<file path="src/verilog/display_pkg.sv">
package display_pkg;

	localparam int COORD_W = 11; // Same width as the raster counters

	// Horizontal timing in pixels
	localparam int DEF_H_ACTIVE = 16;
	localparam int DEF_H_FRONT  = 2;
	localparam int DEF_H_SYNC   = 4;
	localparam int DEF_H_BACK   = 2; // Total 24

	// Vertical timing in lines
	localparam int DEF_V_ACTIVE = 8;
	localparam int DEF_V_FRONT  = 1;
	localparam int DEF_V_SYNC   = 2;
	localparam int DEF_V_BACK   = 1; // Total 12

	localparam int DEF_TILE_SHIFT = 2; // 4x4 pixel tiles

	typedef logic [7:0] colour_t; // One colour channel

	// Frame memory word
	// Host side writes it raw, display side reads BGRA
	typedef union packed {
		logic [31:0] raw; // Host view
		struct packed {
			colour_t blue;  // Bits 31:24
			colour_t green; // Bits 23:16
			colour_t red;   // Bits 15:8
			colour_t alpha; // Bits 7:0, never shown
		} colour;
	} pixel_word_t;

endpackage

</file>
<file path="src/verilog/scan_if.sv">
`timescale 1ns/1ps

interface scan_if;
	import display_pkg::*;

	logic [COORD_W-1:0] x;  // Pixel position in line
	logic [COORD_W-1:0] y;  // Line position in frame
	logic               hs; // Active low
	logic               vs; // Active low
	logic               active; // Visible region

	// Timing generator side
	modport gen (
		output x, y, hs, vs, active
	);

	// Fetch stage side
	modport fetch (
		input x, y, hs, vs, active
	);

endinterface

</file>
<file path="src/verilog/pixel_if.sv">
`timescale 1ns/1ps

interface pixel_if;
	import display_pkg::*;

	pixel_word_t word;   // Tile word for this pixel
	logic        hs;     // Delayed to match word
	logic        vs;     // Delayed to match word
	logic        active; // Delayed to match word

	modport fetch (
		output word, hs, vs, active
	);

	modport out (
		input word, hs, vs, active
	);

endinterface

</file>
<file path="src/verilog/vga_timing_generator.sv">
`timescale 1ns/1ps

module vga_timing_generator #(
	parameter int H_ACTIVE = display_pkg::DEF_H_ACTIVE,
	parameter int H_FRONT  = display_pkg::DEF_H_FRONT,
	parameter int H_SYNC   = display_pkg::DEF_H_SYNC,
	parameter int H_BACK   = display_pkg::DEF_H_BACK,
	parameter int V_ACTIVE = display_pkg::DEF_V_ACTIVE,
	parameter int V_FRONT  = display_pkg::DEF_V_FRONT,
	parameter int V_SYNC   = display_pkg::DEF_V_SYNC,
	parameter int V_BACK   = display_pkg::DEF_V_BACK
) (
	input logic clk,
	input logic rst_n,
	scan_if.gen scan
);
	import display_pkg::*;

	localparam int H_TOTAL      = H_ACTIVE + H_FRONT + H_SYNC + H_BACK;
	localparam int V_TOTAL      = V_ACTIVE + V_FRONT + V_SYNC + V_BACK;
	localparam int H_SYNC_START = H_ACTIVE + H_FRONT; // First sync pixel
	localparam int H_SYNC_END   = H_SYNC_START + H_SYNC; // First pixel after sync
	localparam int V_SYNC_START = V_ACTIVE + V_FRONT;
	localparam int V_SYNC_END   = V_SYNC_START + V_SYNC;

	logic [COORD_W-1:0] x_next; // Position one clock ahead
	logic [COORD_W-1:0] y_next;
	logic               line_end;  // Last pixel of line
	logic               frame_end; // Last line of frame
	logic               hs_next;
	logic               vs_next;
	logic               active_next;

	// Counter advance
	always_comb
	begin
		line_end  = (scan.x == COORD_W'(H_TOTAL - 1));
		frame_end = (scan.y == COORD_W'(V_TOTAL - 1));
		x_next    = line_end ? '0 : scan.x + 1'b1; // Wrap at line end
		if (line_end)
			y_next = frame_end ? '0 : scan.y + 1'b1; // Next line or new frame
		else
			y_next = scan.y;
	end

	// Decode from next position so flags line up with x/y
	always_comb
	begin
		hs_next     = !((x_next >= H_SYNC_START) && (x_next < H_SYNC_END));
		vs_next     = !((y_next >= V_SYNC_START) && (y_next < V_SYNC_END));
		active_next = (x_next < H_ACTIVE) && (y_next < V_ACTIVE);
	end

	always_ff @(posedge clk)
	begin
		if (!rst_n)
		begin
			scan.x      <= '0;
			scan.y      <= '0;
			scan.hs     <= 1'b1; // Syncs idle high
			scan.vs     <= 1'b1;
			scan.active <= 1'b0;
		end
		else
		begin
			scan.x      <= x_next;
			scan.y      <= y_next;
			scan.hs     <= hs_next;
			scan.vs     <= vs_next;
			scan.active <= active_next;
		end
	end

endmodule

</file>
<file path="src/verilog/frame_memory.sv">
`timescale 1ns/1ps

module frame_memory #(
	parameter int DEPTH = (display_pkg::DEF_H_ACTIVE >> display_pkg::DEF_TILE_SHIFT)
		* (display_pkg::DEF_V_ACTIVE >> display_pkg::DEF_TILE_SHIFT)
) (
	input  logic                     clk,
	input  logic                     write,      // One-cycle host strobe
	input  logic [7:0]               write_addr, // Host word address
	input  display_pkg::pixel_word_t write_data,
	input  logic [7:0]               read_addr,  // Display tile address
	output display_pkg::pixel_word_t read_data
);
	import display_pkg::*;

	localparam int IDX_W = (DEPTH > 1) ? $clog2(DEPTH) : 1; // Array index bits

	pixel_word_t mem [DEPTH]; // One word per tile
	logic        write_ok;

	assign write_ok = write && (write_addr < DEPTH); // Drop writes past the tile count

	// Read-first so a same-address read sees the old word
	always_ff @(posedge clk)
	begin
		if (write_ok)
			mem[write_addr[IDX_W-1:0]] <= write_data;
		read_data <= mem[read_addr[IDX_W-1:0]];
	end

endmodule

</file>
<file path="src/verilog/tile_fetch.sv">
`timescale 1ns/1ps

module tile_fetch #(
	parameter int H_ACTIVE   = display_pkg::DEF_H_ACTIVE,
	parameter int TILE_SHIFT = display_pkg::DEF_TILE_SHIFT
) (
	input  logic                     clk,
	input  logic                     rst_n,
	scan_if.fetch                    scan,
	output logic [7:0]               mem_addr, // To memory read port
	input  display_pkg::pixel_word_t mem_data, // One cycle after mem_addr
	pixel_if.fetch                   pix
);
	import display_pkg::*;

	localparam int TILES_X = H_ACTIVE >> TILE_SHIFT; // Tiles per row

	logic [COORD_W-1:0]   tile_col;
	logic [COORD_W-1:0]   tile_row;
	logic [2*COORD_W-1:0] tile_index; // Wide enough for any row times column

	// Position to tile index
	always_comb
	begin
		tile_col   = scan.x >> TILE_SHIFT;
		tile_row   = scan.y >> TILE_SHIFT;
		tile_index = tile_row * (2*COORD_W)'(TILES_X) + tile_col;
		// Park on tile 0 in blanking so reads stay in range
		mem_addr   = scan.active ? tile_index[7:0] : '0;
	end

	assign pix.word = mem_data; // Memory output is already registered

	// Controls delayed to meet the read data
	always_ff @(posedge clk)
	begin
		if (!rst_n)
		begin
			pix.hs     <= 1'b1;
			pix.vs     <= 1'b1;
			pix.active <= 1'b0;
		end
		else
		begin
			pix.hs     <= scan.hs;
			pix.vs     <= scan.vs;
			pix.active <= scan.active;
		end
	end

endmodule

</file>
<file path="src/verilog/pixel_output.sv">
`timescale 1ns/1ps

module pixel_output (
	input  logic                 clk,
	input  logic                 rst_n,
	pixel_if.out                 pix,
	output logic                 vga_hs,
	output logic                 vga_vs,
	output logic                 vga_blank_n,
	output display_pkg::colour_t vga_r,
	output display_pkg::colour_t vga_g,
	output display_pkg::colour_t vga_b
);
	import display_pkg::*;

	colour_t red_next; // Blanked channel values
	colour_t green_next;
	colour_t blue_next;

	// BGRA unpack, alpha dropped
	always_comb
	begin
		red_next   = pix.active ? pix.word.colour.red : '0;
		green_next = pix.active ? pix.word.colour.green : '0;
		blue_next  = pix.active ? pix.word.colour.blue : '0; // Black outside active area
	end

	always_ff @(posedge clk)
	begin
		if (!rst_n)
		begin
			vga_hs      <= 1'b1;
			vga_vs      <= 1'b1;
			vga_blank_n <= 1'b0;
			vga_r       <= '0;
			vga_g       <= '0;
			vga_b       <= '0;
		end
		else
		begin
			vga_hs      <= pix.hs;
			vga_vs      <= pix.vs;
			vga_blank_n <= pix.active; // Blank is the inverse of active
			vga_r       <= red_next;
			vga_g       <= green_next;
			vga_b       <= blue_next;
		end
	end

endmodule

</file>
<file path="src/verilog/display_top.sv">
`timescale 1ns/1ps

module display_top #(
	parameter int H_ACTIVE   = display_pkg::DEF_H_ACTIVE,
	parameter int H_FRONT    = display_pkg::DEF_H_FRONT,
	parameter int H_SYNC     = display_pkg::DEF_H_SYNC,
	parameter int H_BACK     = display_pkg::DEF_H_BACK,
	parameter int V_ACTIVE   = display_pkg::DEF_V_ACTIVE,
	parameter int V_FRONT    = display_pkg::DEF_V_FRONT,
	parameter int V_SYNC     = display_pkg::DEF_V_SYNC,
	parameter int V_BACK     = display_pkg::DEF_V_BACK,
	parameter int TILE_SHIFT = display_pkg::DEF_TILE_SHIFT
) (
	input  logic                 clk,
	input  logic                 rst_n,
	input  logic                 fb_write, // Host write strobe
	input  logic [7:0]           fb_addr,
	input  logic [31:0]          fb_data,
	output logic                 vga_hs,
	output logic                 vga_vs,
	output logic                 vga_blank_n,
	output display_pkg::colour_t vga_r,
	output display_pkg::colour_t vga_g,
	output display_pkg::colour_t vga_b
);
	import display_pkg::*;

	localparam int DEPTH = (H_ACTIVE >> TILE_SHIFT) * (V_ACTIVE >> TILE_SHIFT); // Tile count

	scan_if  scan ();
	pixel_if pix ();

	logic [7:0]  read_addr; // Fetch to memory
	pixel_word_t read_data;
	pixel_word_t host_word;

	assign host_word.raw = fb_data; // Host writes the raw view

	vga_timing_generator #(
		.H_ACTIVE(H_ACTIVE), .H_FRONT(H_FRONT), .H_SYNC(H_SYNC), .H_BACK(H_BACK),
		.V_ACTIVE(V_ACTIVE), .V_FRONT(V_FRONT), .V_SYNC(V_SYNC), .V_BACK(V_BACK)
	) timing_generator (
		.clk(clk), .rst_n(rst_n), .scan(scan)
	);

	tile_fetch #(.H_ACTIVE(H_ACTIVE), .TILE_SHIFT(TILE_SHIFT)) fetch (
		.clk(clk), .rst_n(rst_n), .scan(scan),
		.mem_addr(read_addr), .mem_data(read_data), .pix(pix)
	);

	frame_memory #(.DEPTH(DEPTH)) frame_mem (
		.clk(clk), .write(fb_write), .write_addr(fb_addr), .write_data(host_word),
		.read_addr(read_addr), .read_data(read_data)
	);

	pixel_output out_stage (
		.clk(clk), .rst_n(rst_n), .pix(pix),
		.vga_hs(vga_hs), .vga_vs(vga_vs), .vga_blank_n(vga_blank_n),
		.vga_r(vga_r), .vga_g(vga_g), .vga_b(vga_b)
	);

endmodule

</file>
<file path="config.mk">
export PLATFORM = sky130hd
export DESIGN_NAME = display_top
export DESIGN_NICKNAME = d
export VERILOG_FILES = /design/src/verilog/display_pkg.sv /design/src/verilog/scan_if.sv /design/src/verilog/pixel_if.sv /design/src/verilog/vga_timing_generator.sv /design/src/verilog/frame_memory.sv /design/src/verilog/tile_fetch.sv /design/src/verilog/pixel_output.sv /design/src/verilog/display_top.sv
export SDC_FILE = /design/constraint.sdc
export NUM_CORES = 1
export LEC_CHECK = 0
export BUFFER_PORTS_ARGS = -buffer_cell sky130_fd_sc_hd__clkbuf_2
export CORE_ASPECT_RATIO = 1.4
export CORE_MARGIN = 4
export CORE_UTILIZATION = 30
export CTS_BUF_LIST = sky130_fd_sc_hd__clkbuf_4
export DETAILED_ROUTE_END_ITERATION = 10
export PLACE_DENSITY = 0.5
export SLEW_MARGIN = 20
export SYNTH_ARGS = -nofsm -noshare
export SYNTH_HDL_FRONTEND = slang
export SYNTH_SLANG_ARGS = --single-unit
</file>
<file path="constraint.sdc">
create_clock -name clk -period 9.75 [get_ports clk]
set_clock_uncertainty 0.05 [all_clocks]
set_input_delay 1.95 -clock clk [delete_from_list [all_inputs] [get_ports clk]]
set_output_delay 1.95 -clock clk [all_outputs]
set_load 0.02 [all_outputs]
</file>
==> results_dict.tcl <==
set metrics [dict create \
    grt.overflow.total 0 \
    worst_slack_ns 6.329 \
    io_buffers 61 \
    ys.flop_type "edfxtp_1" \
    cts_made_buffers 70 \
    timing.fmax_ghz 0.2924 \
    start_util_pct 30.45 \
    final_max_slew_viol_count 0 \
    leakagePower_nw 4.366 \
    cp-end-kind "register" \
    viasPerCell 4.545 \
    detail_route.iter0.violations 299 \
    power_frac_seq_pct 53.7 \
    place_area_um2 11140 \
    reg2reg_slack_ns 7.07 \
    reg2reg_to "frame_mem.read_data[15]" \
    syn-cell-area_um2 10390 \
    post-cts-setup-buffers 0 \
    reg2reg_depth 6 \
    synth-seq-cells 271 \
    grt_pass1_vias 6485 \
    area_growth_syn_to_layout_pct 16.27 \
    pin_count 70 \
    r2r_start "timing_generator.scan.active" \
    grtUsageTotal_pct 12.63 \
    cts_resized 0 \
    drtAntennaViolNets 0 \
    async_reset_ff_share_pct 0 \
    min_period_over_period_pct 35.08 \
    wl_per_cell_um 16.81 \
    setup_viol 0 \
    clockPowerShare_pct 43.6 \
    fin_crit_ns 3.421 \
    p_int_mw 1.814 \
    wl_met3_um 1045 \
    ys.warnings.count 0 \
    dr_wl_met2_um 12130 \
    cts_tree "done" \
    die_area_um2 37730 \
    yosysUniqueCellTypes 53 \
    critPathKind "in2reg" \
    crit_path_cell_trace "clkbuf_2 -> nor4_1 -> nand4b_1 -> nor2_2 -> buf_4" \
    irDropWorstVdd_uv 58.84 \
    cp_top_family "simple AND/OR/NAND/NOR gates" \
    hold_class "reg2reg" \
    dpl.hpwl_um 12600 \
    vias 6222 \
    clk_latency_ns 0.73 \
    final.setup.tns_ns 0 \
    timing.critical_path.slowest_cell_delay_ns 0.55 \
    worst_hold_slack_ns 0.3517 \
    synth_nets 805 \
    ctsRootBufferMaster "clkbuf_4" \
    grt_max_degree 49 \
    htree_num_levels 3 \
    crit_fanout 17 \
    synth_edf_count 192 \
    clk_pin_slew_ns 0.06 \
    coreArea_um2 34130 \
    crit_path_start_kind "input pin" \
    slowest_stage "nor2_2" \
    nNetsFinal 905 \
    top_layer "met5" \
    gp_congestion 0.7244 \
    worstMarginPinSlew_ns 1.074 \
    dp_cells 1239 \
    rsz0062_at_grt "false" \
    drive_gt1_share_pct 26.75 \
    dp_slack_ns 5.605 \
    relSlewSlack_pct 28.41 \
    fin_util_pct 35.41 \
    first_pass_iters 4 \
    antenna_found_initial 3 \
    switchingPower_uw 503.4 \
    hold_depth 1 \
    yosysSeqAreaShare_pct 70.68 \
    clockBufferDepth 3 \
    cp.arrival_ns 3.72 \
    chipHeight_um 228.3 \
    hp-start "fetch.pix.hs" \
    power.total_mw 2.317 \
    status "finished clean" \
    final_area_um2 12090 \
    max_cap_violations 0 \
    drt_drc_violations_left 0 \
    cts_hold_buf 0 \
    path_buf_inv 2 \
    hold_violations 0 \
    pwr-share-comb_pct 2.7 \
    crit_required_ns 10.05 \
    clock-sinks 271 \
    worstHoldEndpoint "out_stage.vga_hs" \
    wl_met1_um 9151 \
    grt_pass1_wl_um 36020 \
    row_count 80 \
    die_w_um 165.3 \
    syn_inst 760 \
    syn_area_per_cell_um2 13.68 \
    p_per_area_nw_per_um2 191.7 \
    layout.cells.non_filler 1369 \
    switching_share_pct 21.73 \
    wl_um 23010 \
]
-- cells in the mapped netlist, drive strengths merged (3+ instances only) --
cell type / number / area [um2]
a31oi: 5 / 31.28
and2: 16 / 102.6
and3: 27 / 170.2
and4: 4 / 37.54
buf: 14 / 106.4
clkbuf: 33 / 153.9
dfxtp: 79 / 1582
edfxtp: 192 / 5766
mux4: 24 / 540.5
nand2: 156 / 585.6
nand2b: 30 / 187.7
nand3: 60 / 300.3
nand4: 7 / 43.79
nor2: 17 / 63.81
nor2b: 3 / 18.77
nor3: 7 / 35.03
nor4: 7 / 80.07
o21ai: 26 / 130.1
xnor2: 10 / 87.58
xor2: 14 / 122.6
-- registers in the layout, indices dropped and copies added, names as in the netlist, 8 cells and up --
signal and count:
out_stage.vga_g 8, timing_generator.scan.y 11, frame_mem.read_data 24, frame_mem.mem 192, out_stage.vga_r 8, timing_generator.scan.x 11
out_stage.vga_b 8
-- layout make-up --
cell class                 instances  area, um2
fill                            3312      22050
sequential                       271       7347
multi-input combinational        440       2808
clock buffer                     113      848.3
tap                              451      564.3
timing repair buffer              75      410.4
clock inverter                    15      96.34
inverter                           2      7.507
antenna                            2      5.005
-- worst reg2reg max path, stage by stage, from the launching register on --
cell and delay [ns]:
dfxtp_1 0.31, buf_4 0.41, and2_2 0.25, buf_4 0.64, mux4_2 0.64, nand2_1 0.07, o21ai_0 0.12
-- cells in the final DEF, fill, tap and decap left out, drive strengths merged, types with 3 or more instances in the layout --
cell and count:
a31oi 5, and2 16, and3 27, and4 4
buf 14, clkbuf 174, clkinv 10, dfxtp 79
edfxtp 192, inv 5, mux4 24, nand2 156
nand2b 30, nand3 60, nand4 7, nor2 17
nor2b 3, nor3 7, nor4 7, o21ai 26
xnor2 10, xor2 14
-- power groups by stage --
stage          logic (mW)  clock network [mW]  registers (mW)
3_5_place_dp       0.0654                   0            1.27
6_report           0.0634                1.01            1.24
3_3_place_gp       0.0643                   0            1.27
4_1_cts            0.0656                1.05            1.24
5_1_grt            0.0713                1.11            1.24
2_1_floorplan      0.0321                   0            1.27
-- kinds of logic (layout without fill, tap and decap cells) --
| family | count (synthesis) | count (layout) | share of synthesized area, % |
|---|---|---|---|
| AO/OA/AOI/OAI | 41 | 41 | 2.323 |
| flip-flops | 271 | 271 | 70.68 |
| AND/OR/NAND/NOR | 348 | 348 | 16.85 |
| buffers and inverters | 49 | 205 | 2.576 |
| XOR/XNOR | 24 | 24 | 2.022 |
| adder cells (fa/ha/maj) | 2 | 2 | 0.2407 |
| multiplexers | 25 | 25 | 5.308 |
| other | 0 | 2 | 0 |
-- per-layer routing --
metal | track usage, % | vias up
li1 | - | 3004
met1 | 14.31 | 3037
met2 | 21.72 | 127
met3 | 3.666 | 52
met4 | 5.829 | 2
met5 | 0 | -
-- worst max path at each step --
| stage | endpoint | start | cells after the start |
|---|---|---|---|
| after floorplan | frame_mem.mem[1][10] | fb_addr[6] | 3 |
| after global placement | frame_mem.mem[3][13] | fb_addr[6] | 5 |
| after detailed placement | frame_mem.mem[3][13] | fb_addr[6] | 5 |
| after CTS | frame_mem.mem[3][12] | fb_addr[6] | 5 |
| after global routing | frame_mem.mem[3][11] | fb_addr[6] | 5 |
| final | frame_mem.mem[3][12] | fb_addr[6] | 5 |
Power figures use the tool's default switching activity.
